==> config.mk <==
export PLATFORM = sky130hd
export DESIGN_NAME = sica_top
export DESIGN_NICKNAME = d
export VERILOG_FILES = /design/src/sica_pkg.sv /design/src/sample_loader.sv /design/src/cordic_vec.sv /design/src/cordic_arbiter.sv /design/src/vec_norm.sv /design/src/sica_ctrl.sv /design/src/sica_top.sv
export VERILOG_INCLUDE_DIRS = /design/src
export SDC_FILE = /design/constraint.sdc
export NUM_CORES = 2
export LEC_CHECK = 0
export BUFFER_PORTS_ARGS = -buffer_cell sky130_fd_sc_hd__buf_2
export CORE_MARGIN = 5
export CORE_UTILIZATION = 44
export DETAILED_ROUTE_END_ITERATION = 8
export PLACE_DENSITY_LB_ADDON = 0.12
export SLEW_MARGIN = 40
export SYNTH_ARGS = -nofsm -noshare
export SYNTH_HDL_FRONTEND = slang
export SYNTH_SLANG_ARGS = --single-unit
==> constraint.sdc <==
create_clock -name clk -period 10.7 [get_ports clk]
set_input_delay 0.535 -clock clk [delete_from_list [all_inputs] [get_ports clk]]
set_output_delay 0.535 -clock clk [all_outputs]
set_load 0.02 [all_outputs]
==> src/sica_defs.svh <==
`ifndef SICA_DEFS_SVH
`define SICA_DEFS_SVH

// Vector geometry
`define SICA_DIM            7
`define SICA_VEC_COUNT      8

// Datapath widths
`define SICA_SAMPLE_WIDTH   16
`define SICA_ELEM_WIDTH     17
`define SICA_NORM_WIDTH     20
`define SICA_CORDIC_WIDTH   22

// Number of CORDIC micro-rotations
`define SICA_CORDIC_STAGES  16

// Difference norm at or below this counts as converged
`define SICA_THRESHOLD      32

// 1/K in Q1.15
`define SICA_GAIN_INV       19898

`endif

==> src/sica_pkg.sv <==
`include "sica_defs.svh"

package sica_pkg;

    typedef logic signed [`SICA_SAMPLE_WIDTH-1:0] sample_t;
    typedef logic signed [`SICA_ELEM_WIDTH-1:0]   elem_t;
    typedef logic        [`SICA_NORM_WIDTH-1:0]   norm_t;

    // Element 0 sits in the low bits
    typedef elem_t [`SICA_DIM-1:0] vec_t;

    // One vectoring pass, x is the running magnitude
    typedef struct packed {
        norm_t x;
        elem_t y;
    } cordic_req_t;

    typedef struct packed {
        norm_t norm;
        norm_t diff_norm;
        logic  converged;
    } sica_result_t;

    typedef enum logic [2:0] {
        S_IDLE,
        S_LOAD,
        S_NORM,
        S_CHECK,
        S_OUTPUT,
        S_COMPLETE
    } ctrl_state_t;

endpackage

==> src/sample_loader.sv <==
`timescale 1ns/1ps
`include "sica_defs.svh"

module sample_loader
    import sica_pkg::*;
(
    input  logic    clk,
    input  logic    nreset,
    input  sample_t z_in,
    input  logic    z_valid,
    output logic    z_ready,
    output vec_t    vec,
    output logic    vec_valid,
    input  logic    vec_take
);

    localparam int CW = $clog2(`SICA_DIM + 1);
    localparam logic [CW-1:0] FULL = CW'(`SICA_DIM);

    logic [CW-1:0] count;
    logic          accept;

    assign vec_valid = (count == FULL);
    assign z_ready   = !vec_valid;
    assign accept    = z_valid && z_ready;

    always_ff @(posedge clk) begin
        if (!nreset) begin
            count <= '0;
        end else if (vec_take) begin
            count <= '0;
        end else if (accept) begin
            count <= count + 1'b1;
        end
    end

    // Sign extension into the element slot
    always_ff @(posedge clk) begin
        if (accept) begin
            vec[count] <= elem_t'(z_in);
        end
    end

endmodule

==> src/cordic_vec.sv <==
`timescale 1ns/1ps
`include "sica_defs.svh"

module cordic_vec
    import sica_pkg::*;
(
    input  logic        clk,
    input  logic        nreset,
    input  logic        req,
    output logic        ack,
    input  cordic_req_t operand,
    output norm_t       magnitude
);

    localparam int W     = `SICA_CORDIC_WIDTH;
    localparam int N     = `SICA_NORM_WIDTH;
    localparam int GUARD = 2;
    localparam int PW    = W + 16;
    localparam int SW    = $clog2(`SICA_CORDIC_STAGES + 1);
    localparam logic [SW-1:0] LAST = SW'(`SICA_CORDIC_STAGES);

    logic signed [W-1:0] xr;
    logic signed [W-1:0] yr;
    logic signed [W-1:0] y_ext;
    logic signed [W-1:0] y_abs;
    logic [SW-1:0]       step;
    logic                busy;
    logic [PW-1:0]       prod;
    logic [PW-1:0]       rounded;

    assign y_ext = W'(operand.y);
    assign y_abs = (y_ext < 0) ? -y_ext : y_ext;

    // Gain compensation, x stays non-negative in vectoring mode
    assign prod    = PW'(unsigned'(xr)) * PW'(`SICA_GAIN_INV);
    assign rounded = (prod + (PW'(1) << (14 + GUARD))) >> (15 + GUARD);

    always_ff @(posedge clk) begin
        if (!nreset) begin
            busy <= 1'b0;
            ack  <= 1'b0;
            step <= '0;
        end else if (busy) begin
            if (step == LAST) begin
                busy <= 1'b0;
                ack  <= 1'b1;
            end
            step <= step + 1'b1;
        end else if (ack) begin
            if (!req) begin
                ack <= 1'b0;
            end
        end else if (req) begin
            busy <= 1'b1;
            step <= '0;
        end
    end

    always_ff @(posedge clk) begin
        if (!busy && !ack && req) begin
            // Two guard bits below the LSB
            xr <= W'(operand.x) << GUARD;
            yr <= y_abs <<< GUARD;
        end else if (busy && step != LAST) begin
            if (yr < 0) begin
                xr <= xr - (yr >>> step);
                yr <= yr + (xr >>> step);
            end else begin
                xr <= xr + (yr >>> step);
                yr <= yr - (xr >>> step);
            end
        end else if (busy) begin
            magnitude <= (|rounded[PW-1:N]) ? '1 : rounded[N-1:0];
        end
    end

endmodule

==> src/cordic_arbiter.sv <==
`timescale 1ns/1ps

module cordic_arbiter
    import sica_pkg::*;
(
    input  logic        clk,
    input  logic        nreset,
    input  logic        c0_req,
    output logic        c0_ack,
    input  cordic_req_t c0_op,
    input  logic        c1_req,
    output logic        c1_ack,
    input  cordic_req_t c1_op,
    output logic        core_req,
    input  logic        core_ack,
    output cordic_req_t core_op,
    input  norm_t       magnitude,
    output norm_t       c0_mag,
    output norm_t       c1_mag
);

    logic busy;
    logic owner;
    logic dropped;
    logic own_req;

    assign own_req = owner ? c1_req : c0_req;
    assign core_op = owner ? c1_op : c0_op;

    // Ack reaches only the owner and never after it has dropped req
    assign c0_ack = busy && !owner && c0_req && core_ack && !dropped;
    assign c1_ack = busy && owner && c1_req && core_ack && !dropped;

    assign c0_mag = magnitude;
    assign c1_mag = magnitude;

    always_ff @(posedge clk) begin
        if (!nreset) begin
            busy     <= 1'b0;
            owner    <= 1'b0;
            dropped  <= 1'b0;
            core_req <= 1'b0;
        end else if (!busy) begin
            dropped <= 1'b0;
            if (c0_req) begin
                busy     <= 1'b1;
                owner    <= 1'b0;
                core_req <= 1'b1;
            end else if (c1_req) begin
                busy     <= 1'b1;
                owner    <= 1'b1;
                core_req <= 1'b1;
            end
        end else begin
            if (!own_req) begin
                dropped  <= 1'b1;
                core_req <= 1'b0;
            end
            // Core must finish its return-to-zero before a new grant
            if (dropped && !core_ack && !core_req) begin
                busy <= 1'b0;
            end
        end
    end

endmodule

==> src/vec_norm.sv <==
`timescale 1ns/1ps
`include "sica_defs.svh"

module vec_norm
    import sica_pkg::*;
(
    input  logic        clk,
    input  logic        nreset,
    input  logic        norm_req,
    output logic        norm_ack,
    input  vec_t        vec,
    output norm_t       norm,
    output logic        cordic_req,
    input  logic        cordic_ack,
    output cordic_req_t cordic_op,
    input  norm_t       cordic_mag
);

    localparam int IW = $clog2(`SICA_DIM);
    localparam logic [IW-1:0] LAST = IW'(`SICA_DIM - 1);

    typedef enum logic [1:0] {
        N_IDLE,
        N_REQ,
        N_DROP,
        N_DONE
    } norm_state_t;

    norm_state_t   state;
    logic [IW-1:0] idx;
    norm_t         mag;

    assign cordic_op.x = mag;
    assign cordic_op.y = vec[idx];
    assign norm        = mag;

    always_ff @(posedge clk) begin
        if (!nreset) begin
            state      <= N_IDLE;
            idx        <= '0;
            cordic_req <= 1'b0;
            norm_ack   <= 1'b0;
        end else begin
            case (state)
                N_IDLE: if (norm_req) begin
                    idx        <= '0;
                    cordic_req <= 1'b1;
                    state      <= N_REQ;
                end
                N_REQ: if (cordic_ack) begin
                    cordic_req <= 1'b0;
                    state      <= N_DROP;
                end
                N_DROP: if (!cordic_ack) begin
                    if (idx == LAST) begin
                        norm_ack <= 1'b1;
                        state    <= N_DONE;
                    end else begin
                        idx        <= idx + 1'b1;
                        cordic_req <= 1'b1;
                        state      <= N_REQ;
                    end
                end
                N_DONE: if (!norm_req) begin
                    norm_ack <= 1'b0;
                    state    <= N_IDLE;
                end
                default: state <= N_IDLE;
            endcase
        end
    end

    // Running magnitude, replaced by each pass result
    always_ff @(posedge clk) begin
        if (state == N_IDLE && norm_req) begin
            mag <= '0;
        end else if (state == N_REQ && cordic_ack) begin
            mag <= cordic_mag;
        end
    end

endmodule

==> src/sica_ctrl.sv <==
`timescale 1ns/1ps
`include "sica_defs.svh"

module sica_ctrl
    import sica_pkg::*;
(
    input  logic         clk,
    input  logic         nreset,
    input  logic         sica_start,
    input  vec_t         vec,
    input  logic         vec_valid,
    output logic         vec_take,
    output logic         norm_req,
    input  logic [1:0]   norm_ack,
    output vec_t         diff_vec,
    output vec_t         cur_vec,
    input  norm_t        norm_in,
    input  norm_t        diff_in,
    output sica_result_t res,
    output logic         res_req,
    input  logic         res_ack,
    output logic         sica_complete
);

    localparam int VW = $clog2(`SICA_VEC_COUNT);
    localparam logic [VW-1:0] LAST_VEC = VW'(`SICA_VEC_COUNT - 1);
    localparam norm_t THRESH = norm_t'(`SICA_THRESHOLD);

    ctrl_state_t   state;
    logic [VW-1:0] vec_cnt;
    vec_t          prev_vec;
    logic          start_run;
    logic          take;
    logic          norms_done;

    assign start_run  = sica_start && (state == S_IDLE || state == S_COMPLETE);
    // Both norm units must be back at rest before a new request
    assign take       = (state == S_LOAD) && vec_valid && (norm_ack == 2'b00);
    assign norms_done = (state == S_NORM) && (&norm_ack);

    always_ff @(posedge clk) begin
        if (!nreset) begin
            state         <= S_IDLE;
            vec_cnt       <= '0;
            vec_take      <= 1'b0;
            norm_req      <= 1'b0;
            res_req       <= 1'b0;
            sica_complete <= 1'b0;
        end else begin
            vec_take <= take;
            case (state)
                S_IDLE: if (start_run) begin
                    vec_cnt <= '0;
                    state   <= S_LOAD;
                end
                S_LOAD: if (take) begin
                    norm_req <= 1'b1;
                    state    <= S_NORM;
                end
                S_NORM: if (norms_done) begin
                    norm_req <= 1'b0;
                    state    <= S_CHECK;
                end
                S_CHECK: state <= S_OUTPUT;
                S_OUTPUT: begin
                    if (!res_req) begin
                        if (!res_ack) begin
                            res_req <= 1'b1;
                        end
                    end else if (res_ack) begin
                        res_req <= 1'b0;
                        if (vec_cnt == LAST_VEC) begin
                            state <= S_COMPLETE;
                        end else begin
                            vec_cnt <= vec_cnt + 1'b1;
                            state   <= S_LOAD;
                        end
                    end
                end
                S_COMPLETE: begin
                    if (start_run) begin
                        sica_complete <= 1'b0;
                        vec_cnt       <= '0;
                        state         <= S_LOAD;
                    end else if (!res_ack) begin
                        sica_complete <= 1'b1;
                    end
                end
                default: state <= S_IDLE;
            endcase
        end
    end

    always_ff @(posedge clk) begin
        // First vector of a run is compared against zero
        if (start_run) begin
            prev_vec <= '0;
        end
        if (take) begin
            cur_vec  <= vec;
            prev_vec <= vec;
            for (int i = 0; i < `SICA_DIM; i++) begin
                diff_vec[i] <= vec[i] - prev_vec[i];
            end
        end
        if (norms_done) begin
            res.norm      <= norm_in;
            res.diff_norm <= diff_in;
        end
        if (state == S_CHECK) begin
            res.converged <= (res.diff_norm <= THRESH);
        end
    end

endmodule

==> src/sica_top.sv <==
`timescale 1ns/1ps

module sica_top
    import sica_pkg::*;
(
    input  logic         clk,
    input  logic         nreset,
    input  logic         sica_start,
    input  sample_t      z_in,
    input  logic         z_valid,
    output logic         z_ready,
    output sica_result_t res,
    output logic         res_req,
    input  logic         res_ack,
    output logic         sica_complete
);

    vec_t        vec;
    vec_t        cur_vec;
    vec_t        diff_vec;
    logic        vec_valid;
    logic        vec_take;
    logic        norm_req;
    logic        norm_ack_n;
    logic        diff_ack;
    norm_t       norm_val;
    norm_t       diff_val;
    logic        c0_req;
    logic        c0_ack;
    logic        c1_req;
    logic        c1_ack;
    logic        core_req;
    logic        core_ack;
    cordic_req_t c0_op;
    cordic_req_t c1_op;
    cordic_req_t core_op;
    norm_t       c0_mag;
    norm_t       c1_mag;
    norm_t       core_mag;

    sample_loader u_loader (
        .clk       (clk),
        .nreset    (nreset),
        .z_in      (z_in),
        .z_valid   (z_valid),
        .z_ready   (z_ready),
        .vec       (vec),
        .vec_valid (vec_valid),
        .vec_take  (vec_take)
    );

    sica_ctrl u_ctrl (
        .clk           (clk),
        .nreset        (nreset),
        .sica_start    (sica_start),
        .vec           (vec),
        .vec_valid     (vec_valid),
        .vec_take      (vec_take),
        .norm_req      (norm_req),
        .norm_ack      ({diff_ack, norm_ack_n}),
        .diff_vec      (diff_vec),
        .cur_vec       (cur_vec),
        .norm_in       (norm_val),
        .diff_in       (diff_val),
        .res           (res),
        .res_req       (res_req),
        .res_ack       (res_ack),
        .sica_complete (sica_complete)
    );

    // Client 0 of the arbiter, higher priority
    vec_norm u_norm (
        .clk        (clk),
        .nreset     (nreset),
        .norm_req   (norm_req),
        .norm_ack   (norm_ack_n),
        .vec        (cur_vec),
        .norm       (norm_val),
        .cordic_req (c0_req),
        .cordic_ack (c0_ack),
        .cordic_op  (c0_op),
        .cordic_mag (c0_mag)
    );

    vec_norm u_diff (
        .clk        (clk),
        .nreset     (nreset),
        .norm_req   (norm_req),
        .norm_ack   (diff_ack),
        .vec        (diff_vec),
        .norm       (diff_val),
        .cordic_req (c1_req),
        .cordic_ack (c1_ack),
        .cordic_op  (c1_op),
        .cordic_mag (c1_mag)
    );

    cordic_arbiter u_arb (
        .clk       (clk),
        .nreset    (nreset),
        .c0_req    (c0_req),
        .c0_ack    (c0_ack),
        .c0_op     (c0_op),
        .c1_req    (c1_req),
        .c1_ack    (c1_ack),
        .c1_op     (c1_op),
        .core_req  (core_req),
        .core_ack  (core_ack),
        .core_op   (core_op),
        .magnitude (core_mag),
        .c0_mag    (c0_mag),
        .c1_mag    (c1_mag)
    );

    cordic_vec u_cordic (
        .clk       (clk),
        .nreset    (nreset),
        .req       (core_req),
        .ack       (core_ack),
        .operand   (core_op),
        .magnitude (core_mag)
    );

endmodule

# After elaboration in Yosys (flattened, before gate mapping)
# Index checks and enable logic that the tools add are counted.
# W data, S select, Z words.
[word_totals]
out_inout_bits = 44
ff_bits = 659
in_bits = 21
word_cells = 286
[op_classes]
eq_ne = 39
magnitude_cmp = 7
add_sub_neg = 18
n_bitwise = 4
mux = 88
shift = 2
multipliers = 1
n_reduce_logical = 67
[ops]
columns = ["cell", "count"]
rows = [
  ["$mux W119", 2],
  ["$mux W22", 6],
  ["$bwmux W119", 1],
  ["$sub A17 B17 Y17", 7],
  ["$bmux W17 S3", 2],
  ["$demux W17 S3", 1],
  ["$mux W17", 3],
  ["$mux W3", 15],
  ["$add A22 B22 Y22", 2],
  ["$sshr A22 B5 Y22", 2],
  ["$sub A22 B22 Y22", 2],
  ["$add A37 B17 Y38 const B", 1],
  ["$mux W37", 1],
  ["$mul A22 B14 Y36 const B", 1],
  ["$mux W1", 34],
  ["$ne A2 B2 Y1 const B", 13],
  ["$reduce_and A4 Y1", 6],
  ["$logic_and A1 B1 Y1", 23],
  ["$lt A22 B1 Y1 const B", 1],
  ["$le A20 B6 Y1 const B", 1],
  ["$mux W20", 1],
  ["$neg A17 Y20", 1],
  ["$reduce_and A5 Y1", 4],
  ["$reduce_bool A2 Y1", 10],
  ["29 further kinds", 86],
]

# Longest topological paths before layout
[depth]
depth_word = 7
depth_mapped = 27
ltp_nobuf = 26

# Modules after synthesis
# Synthesis repeated with hierarchy kept, for this count alone.
[hier_totals]
hier_cells = 3965
hier_area_um2 = 43545.5
[by_module_without_submodules]
columns = ["module", "seq_area_each_um2", "instances", "cells_per_inst", "area_each_um2"]
rows = [
  ["sica_ctrl", 12151.7, 1, 1500, 19366.1],
  ["cordic_vec", 2021.9, 1, 1679, 15238.4],
  ["vec_norm", 540.5, 2, 269, 2170.8],
  ["sample_loader", 3423.3, 1, 146, 3637.2],
  ["cordic_arbiter", 80.1, 1, 102, 962.2],
]

# Worst setup path after synthesis
# No wires, ideal clock.
[synth_timing]
path_type = "register to register"
start = "register u_loader.count[0]"
end = "register u_ctrl.prev_vec[0] in the netlist's numbering (enable)"
n_path_buf = 1
path_stages_with_launch = 7
required_ns = 9.916
setup_ns = 0.784
path_slack_ns = -0.550
synth_period_minus_slack_ns = 11.250
arrival_ns = 10.466
cell_sequence = "dfxtp_1 > ha_1 > ha_1 > inv_1 > or4_1 > clkbuf_1 > a311oi_1"
[synth_between]
elab_chain_cells = 4
[synth_rtl]
columns = ["element", "line", "source"]
rows = [
  ["start, declared", "sample_loader.sv:20", "logic [CW-1:0] count;"],
  ["start signal, assigned", "sample_loader.sv:33", "count <= count + 1'b1;"],
  ["$eq A3 B3 Y1", "sample_loader.sv:23", "assign vec_valid = (count == FULL);"],
  ["$logic_and A1 B1 Y1 (2 in series)", "sica_ctrl.sv:38", "assign take = (state == S_LOAD) && vec_valid && (norm_ack == 2'b00);"],
  ["$reduce_bool A2 Y1 (no line)", "-", ""],
  ["end signal, assigned", "sica_ctrl.sv:101", "prev_vec <= vec;"],
  ["end, declared", "sica_ctrl.sv:31", "vec_t prev_vec;"],
]
# No other way between the ends.
# A chain may end at the register's enable or synchronous reset.

# Worst setup path in the final report
[layout_timing]
start = "register u_cordic.xr[6]"
end = "register u_cordic.magnitude[7], data pin"
[layout_between]
elab_chain_cells = 2
[layout_rtl]
columns = ["element", "line", "source"]
rows = [
  ["start, declared", "cordic_vec.sv:22", "logic signed [W-1:0] xr;"],
  ["start signal, assigned", "cordic_vec.sv:62", "xr <= W'(operand.x) << GUARD;"],
  ["start signal, assigned", "cordic_vec.sv:66", "xr <= xr - (yr >>> step);"],
  ["start signal, assigned", "cordic_vec.sv:69", "xr <= xr + (yr >>> step);"],
  ["$mul A22 B14 Y36", "cordic_vec.sv:35", "assign prod = PW'(unsigned'(xr)) * PW'(`SICA_GAIN_INV);"],
  ["$add A37 B17 Y38", "cordic_vec.sv:36", "assign rounded = (prod + (PW'(1) << (14 + GUARD))) >> (15 + GUARD);"],
  ["end signal, assigned", "cordic_vec.sv:73", "magnitude <= (|rounded[PW-1:N]) ? '1 : rounded[N-1:0];"],
  ["end, declared", "cordic_vec.sv:12", "output norm_t magnitude"],
]
# No other way between the ends.

==> flow_summary.ini <==
[sta]
post-route-period-util_pct = 68.02
setup_tns_ns = 0
maxSlewHeadroom_pct = 46.96
post-route-min-period_ns = 7.278
worst_pin_slew_ns = 0.7853
hold_viol = 0
setup_viol = 0
holdWs_ns = 0.1186
rsz0062_at_grt = no
finalMaxSlewViolations = 0
skew_ns = 0.04806
max_freq_ghz = 0.1374

[synthesis]
syn-num-nets = 4154
synth_cell_types = 88
ys.flop_type = edfxtp_1
synth_xor_area_share_pct = 4.067
syn_avg_cell_area_um2 = 11.08
ys_ff_latch = 638
netlist_area_um2 = 40850
async_flop_share_pct = 0
synth_top_family_by_area = adder cells
synth-warning-count = 0
synth_seq_area_share_pct = 44.89
synthMuxAreaShare_pct = 7.078
yosys.area_share.simple_pct = 11.30
synth-compound-area-share_pct = 10.87
synthCells = 3686
synthAdderAreaFrac_pct = 16.12
synth_edf_count = 556

[die]
die_h_um = 314.7
core_area_um2 = 91940
die_area_um2 = 99040
rows = 111
start_util_pct = 44.43
io_pins = 65
dieWidth_um = 314.7

[route]
vias = 27184
drc = 0
drtPass1Iterations = 5
routed_wl_um = 100400
via_per_inst = 5.398
wire_per_inst_um = 19.93
ant_nets = 0
first_iter_violations = 1654

[critical_path]
critPathMaxStageDelay_ns = 0.66
reg2reg_depth = 22
crit_cells = 22
crit_path_end_kind = flop
arrival_ns = 7.76
critPathRequiredTime_ns = 11.18
cpMostUsedCell = fa_1
worstPathMaxFanout = 16
cp.buffers_inverters = 4
cp_slowest_cell = edfxtp_1
start_kind = flop
path_delay_family = adder cells
worstPathCellList = inv_1, fa_1, inv_1, ha_1, inv_1, fa_1, fa_1, inv_1, fa_1, fa_1, ha_1, and4_1, nand2_1, o2111ai_1, a21oi_1, xnor2_1, and4_1, nand4_1, nor2_1, nand2_1, or2_1, o21ai_0
crit_type = flop to flop

[cts]
path_clk_slew_ns = 0.06
clock_sinks = 638
cts_tree = yes
clk_latency_ns = 0.65
htreeDepth = 3
clock_path_buffers = 3
post_cts_resized = 0
cts_buffers = 74
post_cts_buffers = 0
cts_hold_buf = 0
clockRootBuffer = clkbuf_16

[global_routing]
grt_overflow = 0
grt_max_degree = 95
antenna_found_initial = 2
first_global_vias = 26981
grt_usage_pct = 20.19
grt_pass1_wl_um = 156000

[power]
vdd_ir_drop_max_mv = 0.1522
internal_power_mw = 5.228
p_clk_share_pct = 35.3
swShare_pct = 30.40
switching_power_mw = 2.283
leakage_nw = 17.53
power_frac_comb_pct = 26.5
p_per_area_nw_per_um2 = 166.2
seqPwrFrac_pct = 38.2
p_total_mw = 7.511

[min_path]
holdPathStages = 2
holdCritPathClass = input port to flop

[final_layout]
final_area_um2 = 45190
final_core_util_pct = 49.15
layout-drive-gt1-share_pct = 10.79
area.growth.synth_to_final_pct = 10.61
nets = 4202

[placement]
hpwl_um = 74540
port_buffers = 64
place_area_um2 = 42630
place_congestion = 0.8487

[outcome]
status = complete, no violations

[job]
cap_violations = 0
registers in the layout (all words and copies together) (netlist names), 2 cells and up:
name	flops
u_cordic.magnitude	20
u_cordic.step	5
u_cordic.xr	22
u_cordic.yr	22
u_ctrl.cur_vec	112
u_ctrl.diff_vec	119
u_ctrl.prev_vec	112
u_ctrl.res	41
u_ctrl.state	3
u_ctrl.vec_cnt	3
u_diff.idx	3
u_diff.norm	20
u_diff.state	2
u_loader.count	3
u_loader.vec	112
u_norm.idx	3
u_norm.norm	20
u_norm.state	2
path summary, 6_finish.rpt:
check | startpoint | to | slack (ns)
max | u_cordic.xr[6] | u_cordic.magnitude[7] | 3.42
min | res_ack | u_ctrl.res_req | 0.12
max reg2reg | u_cordic.xr[6] | u_cordic.magnitude[7] | 3.42
min reg2reg | u_loader.vec[85] | u_ctrl.cur_vec[85] | 0.44
worst reg2reg max path, delay by kind of cell (launching register included):
family | cells | cell delay, ns
XOR/XNOR | 1 | 0.45
flip-flops | 1 | 0.66
AND/OR/NAND/NOR | 7 | 1.78
adder cells (fa/ha/maj) | 7 | 3.10
AO/OA/AOI/OAI | 3 | 0.80
buffers and inverters | 4 | 0.39
area by class of cell:
class	instances	area (µm²)
Multi-Input combinational cell	2453	20310
Tap cell	1243	1555
Antenna cell	1	2.502
Inverter	459	1724
Fill cell	8395	46750
Sequential cell	638	18350
Clock inverter	44	579.3
Clock buffer	90	1972
Timing Repair Buffer	108	698.2
cells by family after synthesis:
family	Yosys count
muxes	183
buffers and inverters	595
and+or+nand+nor	951
adders and majority gates	447
AOI/OAI and AO/OA	684
xor gates and xnor gates	188
DFF	638
layout by cell type, fill, tap and decap left out, types with 60 or more instances in the layout:
cell / instances
edfxtp_1: 556
inv_1: 454
ha_1: 315
nand2_1: 252
nor2_1: 251
a21oi_1: 173
o21ai_0: 141
fa_1: 132
xnor2_1: 126
and2_1: 114
nor3_1: 81
mux4_2: 80
dfxtp_1: 75
clkbuf_16: 74
buf_2: 64
xor2_1: 60
synth_stat cells (all sizes together), types with 17 or more instances:
library cell | number | share of area [%]
a211o | 20 | 0.43
a211oi | 29 | 0.53
a21boi | 39 | 0.72
a21o | 29 | 0.53
a21oi | 173 | 2.1
a221o | 18 | 0.44
a31oi | 18 | 0.28
and2 | 115 | 1.8
and3 | 29 | 0.46
buf | 51 | 0.68
clkbuf | 85 | 0.78
dfxtp | 82 | 4.0
edfxtp | 556 | 41
fa | 132 | 6.5
ha | 315 | 9.6
inv | 454 | 4.2
mux2 | 44 | 1.2
mux2i | 59 | 1.4
mux4 | 80 | 4.4
nand2 | 254 | 2.3
nand2b | 32 | 0.49
nand3 | 51 | 0.65
nand4 | 17 | 0.26
nor2 | 261 | 2.4
nor2b | 47 | 0.73
nor3 | 88 | 1.1
o211ai | 31 | 0.57
o21a | 27 | 0.50
o21ai | 149 | 1.8
o22ai | 43 | 0.66
xnor2 | 128 | 2.8
xor2 | 60 | 1.3
per-layer routing:
metal | vias to the layer above | part of all wire (%) | track usage, % | wire, µm
met3 | 159 | 3.5 | 2.623 | 3499
met5 | - | 0 | 0 | 0
met2 | 504 | 49 | 35.18 | 49610
li1 | 13218 | - | - | -
met1 | 13303 | 43 | 25.93 | 43300
met4 | 0 | 4.0 | 7.334 | 3967
stage by stage:
stage	setup slack, ns	cells
5_1_grt	2.899	5035
4_1_cts	3.380	5035
3_5_place_dp	3.404	4901
6_report	3.422	5036
2_1_floorplan	1.788	3686
3_3_place_gp	3.597	4900
power groups by stage:
stage               logic, mW  clock network, mW  registers, mW
floorplan                1.48                  0           2.91
CTS                      2.02               2.72           2.87
detailed placement       2.00                  0           2.92
global route             2.25               2.83           2.88
global placement         1.99                  0           2.92
finish                   1.99               2.65           2.87
No activity file was read; power rests on OpenSTA's default activity.
